==> config.mk <==
export PLATFORM = sky130hd
export DESIGN_NAME = pe_array
export DESIGN_NICKNAME = d
export VERILOG_FILES = /design/src/hdl/pe_pkg.sv /design/src/hdl/pe_ctrl_if.sv /design/src/hdl/stream_flex.sv /design/src/hdl/stream_mem.sv /design/src/hdl/mult_shift.sv /design/src/hdl/accumulator.sv /design/src/hdl/precision_ctrl.sv /design/src/hdl/pe.sv /design/src/hdl/a_feeder.sv /design/src/hdl/pe_array.sv
export VERILOG_INCLUDE_DIRS = /design/src /design/src/hdl
export SDC_FILE = /design/constraint.sdc
export NUM_CORES = 2
export LEC_CHECK = 0
export BUFFER_PORTS_ARGS = -buffer_cell sky130_fd_sc_hd__clkbuf_2
export CELL_PAD_IN_SITES_DETAIL_PLACEMENT = 0
export CELL_PAD_IN_SITES_GLOBAL_PLACEMENT = 2
export CORE_MARGIN = 4
export CORE_UTILIZATION = 45
export DETAILED_ROUTE_END_ITERATION = 16
export GPL_ROUTABILITY_DRIVEN = 0
export MAX_ROUTING_LAYER = met4
export PLACE_DENSITY = 0.9
export REMOVE_ABC_BUFFERS = 1
export SKIP_LAST_GASP = 1
export SLEW_MARGIN = 20
export SYNTH_ARGS = -nofsm -noshare
export SYNTH_HDL_FRONTEND = slang
export SYNTH_SLANG_ARGS = --single-unit
==> constraint.sdc <==
create_clock -name clk -period 21.8 [get_ports clk]
set_input_delay 2.18 -clock clk [delete_from_list [all_inputs] [get_ports clk]]
set_output_delay 2.18 -clock clk [all_outputs]
set_load 0.01 [all_outputs]
==> src/hdl/pe_defs.svh <==
`ifndef PE_DEFS_SVH
`define PE_DEFS_SVH

// Number of PE columns in the row.
`define PE_COLS 4

// Activation byte width.
`define A_W 8

// Weight word width and weight memory depth per PE.
`define B_W 8
`define B_D 4

// Accumulator and result chain width.
`define RES_W 32

// Width of the per-PE config word.
`define CFG_W 4

`endif

==> src/hdl/pe_pkg.sv <==
package pe_pkg;

	// Product precision of one PE.
	typedef enum logic [1:0] {
		P8X8   = 2'd0,
		P8X16  = 2'd1,
		P16X16 = 2'd2
	} prec_mode_t;

	// Config word, shifted in MSB first over the config chain.
	typedef struct packed {
		prec_mode_t mode;
		logic       a_signed;
		logic       b_signed;
	} pe_cfg_t;

	// Partial-product cycles needed by each mode.
	function automatic logic [2:0] pp_cycles(prec_mode_t mode);
		case (mode)
			P8X16:   return 3'd2;
			P16X16:  return 3'd4;
			default: return 3'd1;
		endcase
	endfunction

endpackage

==> src/hdl/pe_ctrl_if.sv <==
`timescale 1ns/100ps
`include "pe_defs.svh"

// Per-cycle datapath controls of one PE.
interface pe_ctrl_if;
	logic                       a_sel;  // 1 picks the older byte, the low half of a 16-bit value.
	logic                       a_s;    // Activation byte is signed.
	logic [$clog2(`B_D)-1:0]    b_addr; // Weight word for this partial product.
	logic                       b_s;    // Weight word is signed.
	logic [1:0]                 shift;  // 0, 1 or 2 selects a shift of 0, 8 or 16 bits.
	logic                       acc_en; // Add the shifted product this cycle.

	modport ctrl (
		output a_sel,
		output a_s,
		output b_addr,
		output b_s,
		output shift,
		output acc_en
	);

	modport dp (
		input a_sel,
		input a_s,
		input b_addr,
		input b_s,
		input shift,
		input acc_en
	);
endinterface

==> src/hdl/stream_flex.sv <==
`timescale 1ns/100ps
`include "pe_defs.svh"

module stream_flex (
	input  logic            clk,
	input  logic            rst,
	input  logic [`A_W-1:0] a_in,
	input  logic            a_en,
	pe_ctrl_if.dp           ctrl,
	output logic [`A_W-1:0] a_fwd,
	output logic [`A_W-1:0] a_mul
);

	logic [`A_W-1:0] byte_new;
	logic [`A_W-1:0] byte_old;

	// Two-byte shift buffer. A 16-bit activation arrives low byte first,
	// so after both writes the low byte sits in the older slot.
	always_ff @(posedge clk) begin
		if (rst) begin
			byte_new <= '0;
			byte_old <= '0;
		end else if (a_en) begin
			byte_old <= byte_new;
			byte_new <= a_in;
		end
	end

	assign a_fwd = byte_new; // Newest byte moves on to the next column.

	// In the 8-bit modes the only byte written is the newest one.
	assign a_mul = ctrl.a_sel ? byte_old : byte_new;

endmodule

==> src/hdl/stream_mem.sv <==
`timescale 1ns/100ps
`include "pe_defs.svh"

module stream_mem (
	input  logic            clk,
	input  logic            rst,
	input  logic [`B_W-1:0] b_in,
	input  logic            b_en,
	pe_ctrl_if.dp           ctrl,
	output logic [`B_W-1:0] b_mul,
	output logic [`B_W-1:0] b_cascade
);

	logic [`B_W-1:0] mem [0:`B_D-1];

	// Weights shift in at address 0 and leave from the top address.
	always_ff @(posedge clk) begin
		if (rst) begin
			for (int i = 0; i < `B_D; i++) begin
				mem[i] <= '0;
			end
		end else if (b_en) begin
			mem[0] <= b_in;
			for (int i = 1; i < `B_D; i++) begin
				mem[i] <= mem[i-1];
			end
		end
	end

	// The oldest word feeds the next column's memory.
	assign b_cascade = mem[`B_D-1];

	assign b_mul = mem[ctrl.b_addr]; // Read port for the multiplier.

endmodule

==> src/hdl/mult_shift.sv <==
`timescale 1ns/100ps
`include "pe_defs.svh"

module mult_shift (
	input  logic [`A_W-1:0]   a,
	input  logic [`B_W-1:0]   b,
	pe_ctrl_if.dp             ctrl,
	output logic [`RES_W-1:0] prod
);

	localparam int P_W = `A_W + `B_W + 2;

	logic signed [`A_W:0]     a_x;
	logic signed [`B_W:0]     b_x;
	logic signed [P_W-1:0]    p;
	logic        [`RES_W-1:0] p_ext;

	// One extra bit per operand holds the sign, or zero when unsigned.
	assign a_x = {ctrl.a_s & a[`A_W-1], a};
	assign b_x = {ctrl.b_s & b[`B_W-1], b};

	assign p = a_x * b_x;

	assign p_ext = {{(`RES_W-P_W){p[P_W-1]}}, p}; // Sign extended to the full result width.

	// Weighting of the partial product inside the wide product.
	always_comb begin
		case (ctrl.shift)
			2'd1:    prod = p_ext << 8;
			2'd2:    prod = p_ext << 16;
			default: prod = p_ext;
		endcase
	end

endmodule

==> src/hdl/accumulator.sv <==
`timescale 1ns/100ps
`include "pe_defs.svh"

module accumulator (
	input  logic              clk,
	input  logic              rst,
	pe_ctrl_if.dp             ctrl,
	input  logic              drain_en,
	input  logic [`RES_W-1:0] prod,
	input  logic [`RES_W-1:0] res_in,
	output logic [`RES_W-1:0] res_out
);

	logic [`RES_W-1:0] acc;

	// Draining and accumulating never overlap, so the order here only
	// matters when the rule below is broken.
	always_ff @(posedge clk) begin
		if (rst) begin
			acc <= '0;
		end else if (drain_en) begin
			acc <= res_in; // Take the left neighbour's sum.
		end else if (ctrl.acc_en) begin
			acc <= acc + prod; // Wraps modulo 2^32.
		end
	end

	assign res_out = acc;

	// The drain comes from the top while acc_en comes from this PE's
	// sequencer, so a drain in the middle of a sequence would lose a product.
	a_no_drain_during_acc: assert property (
		@(posedge clk) disable iff (rst)
		!(drain_en && ctrl.acc_en)
	) else $error("drain_en high while accumulating");

endmodule

==> src/hdl/precision_ctrl.sv <==
`timescale 1ns/100ps
`include "pe_defs.svh"

module precision_ctrl (
	input  logic   clk,
	input  logic   rst,
	input  logic   config_en,
	input  logic   config_in,
	output logic   config_out,
	input  logic   step,
	pe_ctrl_if.ctrl ctrl
);

	logic [`CFG_W-1:0] cfg_sr;
	pe_pkg::pe_cfg_t   cfg;
	logic              running;
	logic [1:0]        idx;   // Partial product being issued.
	logic              last;

	// Config chain, one bit per enabled cycle, MSB leaves first.
	always_ff @(posedge clk) begin
		if (rst) begin
			cfg_sr <= '0;
		end else if (config_en) begin
			cfg_sr <= {cfg_sr[`CFG_W-2:0], config_in};
		end
	end

	assign cfg        = pe_pkg::pe_cfg_t'(cfg_sr);
	assign config_out = cfg_sr[`CFG_W-1];

	assign last = ({1'b0, idx} == pe_pkg::pp_cycles(cfg.mode) - 3'd1);

	always_ff @(posedge clk) begin
		if (rst) begin
			running <= 1'b0;
			idx     <= '0;
		end else if (step) begin
			running <= 1'b1;
			idx     <= '0;
		end else if (running) begin
			running <= !last;
			idx     <= idx + 2'd1;
		end
	end

	// idx[0] walks the activation half, idx[1] the weight half.
	// Only an upper half, or a whole 8-bit operand, carries the sign.
	always_comb begin
		ctrl.acc_en = running;
		case (cfg.mode)
			pe_pkg::P16X16: begin
				ctrl.a_sel  = !idx[0];
				ctrl.a_s    = idx[0] & cfg.a_signed;
				ctrl.b_addr = {1'b0, idx[1]};
				ctrl.b_s    = idx[1] & cfg.b_signed;
				ctrl.shift  = {1'b0, idx[0]} + {1'b0, idx[1]};
			end
			pe_pkg::P8X16: begin
				ctrl.a_sel  = 1'b0;
				ctrl.a_s    = cfg.a_signed;
				ctrl.b_addr = {1'b0, idx[0]};
				ctrl.b_s    = idx[0] & cfg.b_signed;
				ctrl.shift  = {1'b0, idx[0]};
			end
			default: begin
				ctrl.a_sel  = 1'b0;
				ctrl.a_s    = cfg.a_signed;
				ctrl.b_addr = '0;
				ctrl.b_s    = cfg.b_signed;
				ctrl.shift  = 2'd0;
			end
		endcase
	end

	// The feeder spaces its steps by the sequence length of column 0.
	a_step_idle: assert property (
		@(posedge clk) disable iff (rst) step |-> !running
	) else $error("step arrived while a sequence was running");

	a_cfg_idle: assert property (
		@(posedge clk) disable iff (rst) config_en |-> !running
	) else $error("config shifted during a sequence");

endmodule

==> src/hdl/pe.sv <==
`timescale 1ns/100ps
`include "pe_defs.svh"

module pe (
	input  logic              clk,
	input  logic              rst,
	input  logic [`A_W-1:0]   feed_a,
	input  logic              feed_en,
	input  logic              step_in,
	output logic [`A_W-1:0]   feed_a_out,
	output logic              feed_en_out,
	output logic              step_out,
	input  logic [`B_W-1:0]   b_in,
	input  logic              b_en,
	output logic [`B_W-1:0]   b_cascade,
	input  logic [`RES_W-1:0] res_in,
	input  logic              drain_en,
	output logic [`RES_W-1:0] res_out,
	input  logic              config_en,
	input  logic              config_in,
	output logic              config_out
);

	pe_ctrl_if ctrl_bus ();

	logic [`A_W-1:0]   a_mul;
	logic [`B_W-1:0]   b_mul;
	logic [`RES_W-1:0] prod;

	// The byte itself is already registered inside the buffer.
	always_ff @(posedge clk) begin
		if (rst) begin
			feed_en_out <= 1'b0;
			step_out    <= 1'b0;
		end else begin
			feed_en_out <= feed_en;
			step_out    <= step_in;
		end
	end

	stream_flex i_flex (
		.clk   (clk),
		.rst   (rst),
		.a_in  (feed_a),
		.a_en  (feed_en),
		.ctrl  (ctrl_bus.dp),
		.a_fwd (feed_a_out),
		.a_mul (a_mul)
	);

	stream_mem i_mem (
		.clk       (clk),
		.rst       (rst),
		.b_in      (b_in),
		.b_en      (b_en),
		.ctrl      (ctrl_bus.dp),
		.b_mul     (b_mul),
		.b_cascade (b_cascade)
	);

	mult_shift i_mult (
		.a    (a_mul),
		.b    (b_mul),
		.ctrl (ctrl_bus.dp),
		.prod (prod)
	);

	accumulator i_acc (
		.clk      (clk),
		.rst      (rst),
		.ctrl     (ctrl_bus.dp),
		.drain_en (drain_en),
		.prod     (prod),
		.res_in   (res_in),
		.res_out  (res_out)
	);

	precision_ctrl i_prec (
		.clk        (clk),
		.rst        (rst),
		.config_en  (config_en),
		.config_in  (config_in),
		.config_out (config_out),
		.step       (step_in),
		.ctrl       (ctrl_bus.ctrl)
	);

endmodule

==> src/hdl/a_feeder.sv <==
`timescale 1ns/100ps
`include "pe_defs.svh"

module a_feeder (
	input  logic                a_req,
	input  logic                clk,
	input  logic                rst,
	input  logic [2*`A_W-1:0]   a_data,
	output logic                a_ack,
	output logic                busy,
	input  pe_pkg::prec_mode_t  mode,
	output logic [`A_W-1:0]     feed_a,
	output logic                feed_en,
	output logic                step
);

	// Last column finishes its longest sequence this many cycles after the step.
	localparam int DRAIN_CYC = `PE_COLS + 3;
	localparam int DCNT_W    = $clog2(DRAIN_CYC + 1);

	typedef enum logic [2:0] {
		S_IDLE,
		S_BYTE_LO,
		S_BYTE_HI,
		S_STEP,
		S_WAIT,
		S_ACK
	} state_t;

	state_t            state;
	logic [2*`A_W-1:0] data;
	logic [2:0]        wcnt;
	logic [DCNT_W-1:0] dcnt;

	always_ff @(posedge clk) begin
		if (rst) begin
			state <= S_IDLE;
			wcnt  <= '0;
		end else begin
			case (state)
				S_IDLE:    if (a_req) state <= S_BYTE_LO;
				S_BYTE_LO: state <= (mode == pe_pkg::P16X16) ? S_BYTE_HI : S_STEP;
				S_BYTE_HI: state <= S_STEP;
				S_STEP: begin
					state <= S_WAIT;
					wcnt  <= pe_pkg::pp_cycles(mode) - 3'd1;
				end
				S_WAIT: begin
					if (wcnt == '0) state <= S_ACK;
					else            wcnt  <= wcnt - 3'd1;
				end
				S_ACK:     if (!a_req) state <= S_IDLE; // Four-phase return to zero.
				default:   state <= S_IDLE;
			endcase
		end
	end

	always_ff @(posedge clk) begin
		if (state == S_IDLE && a_req) data <= a_data;
	end

	// Keeps busy up while the step ripples to the last column.
	always_ff @(posedge clk) begin
		if (rst)                  dcnt <= '0;
		else if (state == S_STEP) dcnt <= DRAIN_CYC[DCNT_W-1:0];
		else if (dcnt != '0)      dcnt <= dcnt - 1'b1;
	end

	assign feed_en = (state == S_BYTE_LO) || (state == S_BYTE_HI);
	assign feed_a  = (state == S_BYTE_HI) ? data[2*`A_W-1:`A_W] : data[`A_W-1:0];
	assign step    = (state == S_STEP);
	assign a_ack   = (state == S_ACK);
	assign busy    = (state != S_IDLE && state != S_ACK) || (dcnt != '0);

	a_req_held: assert property (
		@(posedge clk) disable iff (rst) $fell(a_req) |-> a_ack
	) else $error("a_req dropped before a_ack");

endmodule

==> src/hdl/pe_array.sv <==
`timescale 1ns/100ps
`include "pe_defs.svh"

module pe_array (
	input  logic              clk,
	input  logic              rst,
	input  logic              config_en,
	input  logic              config_in,
	output logic              config_out,
	input  logic              b_en,
	input  logic [`B_W-1:0]   b_in,
	input  logic              a_req,
	input  logic [2*`A_W-1:0] a_data,
	output logic              a_ack,
	output logic              busy,
	input  logic              drain_en,
	output logic [`RES_W-1:0] res_out
);

	// Element k feeds column k, element k+1 is column k's output.
	logic [`A_W-1:0]   feed_a_c  [0:`PE_COLS];
	logic              feed_en_c [0:`PE_COLS];
	logic              step_c    [0:`PE_COLS];
	logic [`B_W-1:0]   b_c       [0:`PE_COLS];
	logic [`RES_W-1:0] res_c     [0:`PE_COLS];
	logic              cfg_c     [0:`PE_COLS];

	logic [`CFG_W-1:0] col0_cfg_sr;
	pe_pkg::pe_cfg_t   col0_cfg;

	// Mirrors column 0's config word; it sees the same chain input.
	always_ff @(posedge clk) begin
		if (rst)            col0_cfg_sr <= '0;
		else if (config_en) col0_cfg_sr <= {col0_cfg_sr[`CFG_W-2:0], config_in};
	end

	assign col0_cfg = pe_pkg::pe_cfg_t'(col0_cfg_sr);

	a_feeder i_feeder (
		.clk     (clk),
		.rst     (rst),
		.a_req   (a_req),
		.a_data  (a_data),
		.a_ack   (a_ack),
		.busy    (busy),
		.mode    (col0_cfg.mode),
		.feed_a  (feed_a_c[0]),
		.feed_en (feed_en_c[0]),
		.step    (step_c[0])
	);

	assign b_c[0]   = b_in;
	assign res_c[0] = '0;   // Zero enters column 0 while draining.
	assign cfg_c[0] = config_in;

	for (genvar k = 0; k < `PE_COLS; k++) begin : g_col
		pe i_pe (
			.clk         (clk),
			.rst         (rst),
			.feed_a      (feed_a_c[k]),
			.feed_en     (feed_en_c[k]),
			.step_in     (step_c[k]),
			.feed_a_out  (feed_a_c[k+1]),
			.feed_en_out (feed_en_c[k+1]),
			.step_out    (step_c[k+1]),
			.b_in        (b_c[k]),
			.b_en        (b_en),
			.b_cascade   (b_c[k+1]),
			.res_in      (res_c[k]),
			.drain_en    (drain_en),
			.res_out     (res_c[k+1]),
			.config_en   (config_en),
			.config_in   (cfg_c[k]),
			.config_out  (cfg_c[k+1])
		);
	end

	assign res_out    = res_c[`PE_COLS];
	assign config_out = cfg_c[`PE_COLS];

	a_drain_idle: assert property (
		@(posedge clk) disable iff (rst) drain_en |-> !busy
	) else $error("drain_en high while busy");

endmodule

==> impl_results.md <==
- Seq cells post-synth: 363
- Flop-to-flop setup slack: 11.09 ns
- Gr busiest metal: met2
- Fmax: 93.3 MHz
- Post-cts resize count: 0
- CP top delay family: adder cells
- Slew Limit Fails: 0
- CP arrival: 11.16 ns
- Final Setup Violations: 0
- Total gr overflow: 0
- Synth top area cells: fa_1 16%, dfxtp_1 13%, edfxtp_1 11%
- Post-CTS Hold Buffers: 0
- Final worst path period share: 49.1%
- Worst Tran Pin Value: 1.10 ns
- Area Overhead vs Synth: 7.84%
- # H-tree levels: 2
- Ys async rst share: 0%
- # Max-Cap Violations: 0
- Slowest CP cell: nor2_1
- Filler cells: 7534
- Die width: 287 um
- Mapped Cells: 3962
- CP Max Fanout: 14
- PD cells: 54.4 nW/um2
- Status: complete, no violations
- Setup bufs post-CTS: 0
- Die area: 82600 um2
- Row count: 102
- Syn Area/Cell: 8.87 um2
- Initial core utilization: 45.3%
- Finished Core Util: 48.9%
- Max IR drop VDD: 0.0678 mV
- Min Hold Slack: 0.442 ns
- Worst path max stage delay: 0.84 ns
- M3 GR Usage: 1.86%
- Post-Syn Area: 35100 um2
- Clk sink count: 363
- Post-detail-place hpwl: 70900 um
- Synth Flop Type: dfxtp_1
- Min Tclk post-route: 10.71 ns
- Pre-Repair DR Iteration Count: 5
- Vert. Die Dim: 287 um
- Clk slew on worst S/H paths: 0.06 ns
- Core area: 77500 um2
- Most frequent CP cell: fa_1
- CP Capture Type: flop
- Ant diodes: 0
- Final ANT Viol Nets: 0
- First-pass GRT wire length: 142000 um
- Static leakage: 17.5 nW
- CP startpoint kind: flop
- Placement Setup Slack: 11.09 ns
- Total CTS buffers: 43
- Port buffer count: 65
- Grt met2 use: 36.9%
- CTS Buffer Depth: 3
- DRC violations left: 0
- Area share of the largest cell type after synthesis: 16.2%
- EDFF count, synth: 128
- Detailed-route via count: 26533
- TNS Setup: 0 ns
- Setup WS post-layout: 11.09 ns
- IO Count: 66
- Initial detailed-routing violation count: 1493
- Worst-Skew Late Latency: 0.59 ns
- CTS tree: yes
- Gr usage total: 21.9%
- Worst Clk Skew: 0.0368 ns
- Initial antenna violation count: 0
- Avg WL per Cell: 17.6 um
- Buffers and inverters on the worst path: 4
- Netlist cell types: 96
- Relative slew slack: 26.4%
- Vias in the first global route: 26315
- RSZ-0062 raised after global routing: false
- Global-route met1 utilization: 28.4%
- Post-synthesis sequential area ratio: 24.3%
- Final nets: 4564
- WP data required: 22.25 ns
- WL final: 88500 um
- Share of cells above drive strength 1: 6.84%
- Synth Warn #: 0
- DR vias/cell: 5.29
- Final Hold Fails: 0
- Hold Path Class: reg2reg
- Crit Path Class: reg2reg
- Root Buffer: clkbuf_16
- Largest net degree at the start of global routing: 124
- Synth area leader: fa_1
[power breakdown]
part / total, mW / switching (mW) / internal, mW
Clock: 0.753 / 0.301 / 0.453
Combinational: 0.521 / 0.309 / 0.212
Sequential: 0.788 / 0.0453 / 0.743
[through the flow]
step | power, mW | std cells | area [um2]
2_1_floorplan | 1.17 | 3808 | 34500
3_3_place_gp | 1.32 | 4939 | 36400
3_5_place_dp | 1.33 | 4939 | 36400
4_1_cts | 2.09 | 5019 | 37900
5_1_grt | 2.19 | 5019 | 37900
6_report | 2.06 | 5019 | 37900
[cells by family after synthesis]
family	after synthesis	share of synthesized area (%)
flops	363	24.3
buf+inv	620	6.72
fa+ha+maj	589	27.0
simple gates	1254	16.8
xor+xnor	170	4.24
mux	233	6.81
compound gates	733	14.1
[cell usage after synthesis (all sizes together) (46+ instances only)]
cell and instances:
ha 305, mux2i 184, mux2 49, and2 148
edfxtp 128, fa 284, nand2 286, nor2 484
o21ai 113, nor3 67, clkbuf 131, a21oi 242
inv 464, a221oi 60, nor2b 74, a211oi 46
a21o 75, dfxtp 235, xnor2 128
[path summary, 6_finish.rpt]
| path | from | cells past startpoint | to |
|---|---|---|---|
| setup reg to reg | g_col[1].i_pe.i_prec.cfg[2] | 36 | g_col[1].i_pe.i_acc.res_out[31] |
| hold / removal | g_col[2].i_pe.step_out | 1 | g_col[3].i_pe.i_prec.idx[1] |
| hold reg to reg | g_col[2].i_pe.step_out | 1 | g_col[3].i_pe.i_prec.idx[1] |
| setup / recovery | g_col[1].i_pe.i_prec.cfg[2] | 36 | g_col[1].i_pe.i_acc.res_out[31] |
[flip-flops by register name (all words and copies together) (netlist names), 8 cells and up]
signal                      cells
g_col.i_pe.i_mem.mem          112
g_col.i_pe.i_flex.byte_old     32
g_col.i_pe.i_prec.cfg          12
i_feeder.data                  16
g_col.i_pe.i_flex.a_fwd        32
g_col.i_pe.i_prec.idx           8
g_col.i_pe.i_acc.res_out      128
[routing by layer]
layer / vias up / part of all wire, %
li1: 13380 / -
met2: 397 / 49
met4: 0 / 3.1
met5: - / 0
met3: 143 / 2.8
met1: 12613 / 45
[cell type report]
| class | count | area (um2) | share of cell area, % |
|---|---|---|---|
| clock buffers | 62 | 1250 | 3.31 |
| clock inverters | 18 | 254 | 0.670 |
| inverters | 466 | 1750 | 4.62 |
| multi-input cells | 2979 | 24200 | 64.0 |
| flip-flops and latches | 363 | 8550 | 22.6 |
| well taps | 1040 | 1300 | 3.44 |
| repair buffers | 91 | 533 | 1.41 |
[cells in the final DEF, fill, tap and decap left out, drive strengths merged, types with 28 or more instances in the layout]
master and count:
a211oi 46, a21o 75, a21oi 242, a221oi 60, and2 148, buf 28
clkbuf 125, dfxtp 235, edfxtp 128, fa 284, ha 305, inv 468
mux2 49, mux2i 184, nand2 286, nand2b 41, nand3 43, nor2 484
nor2b 74, nor3 67, o21ai 113, xnor2 128, xor2 42
Power figures use the tool's default switching activity.
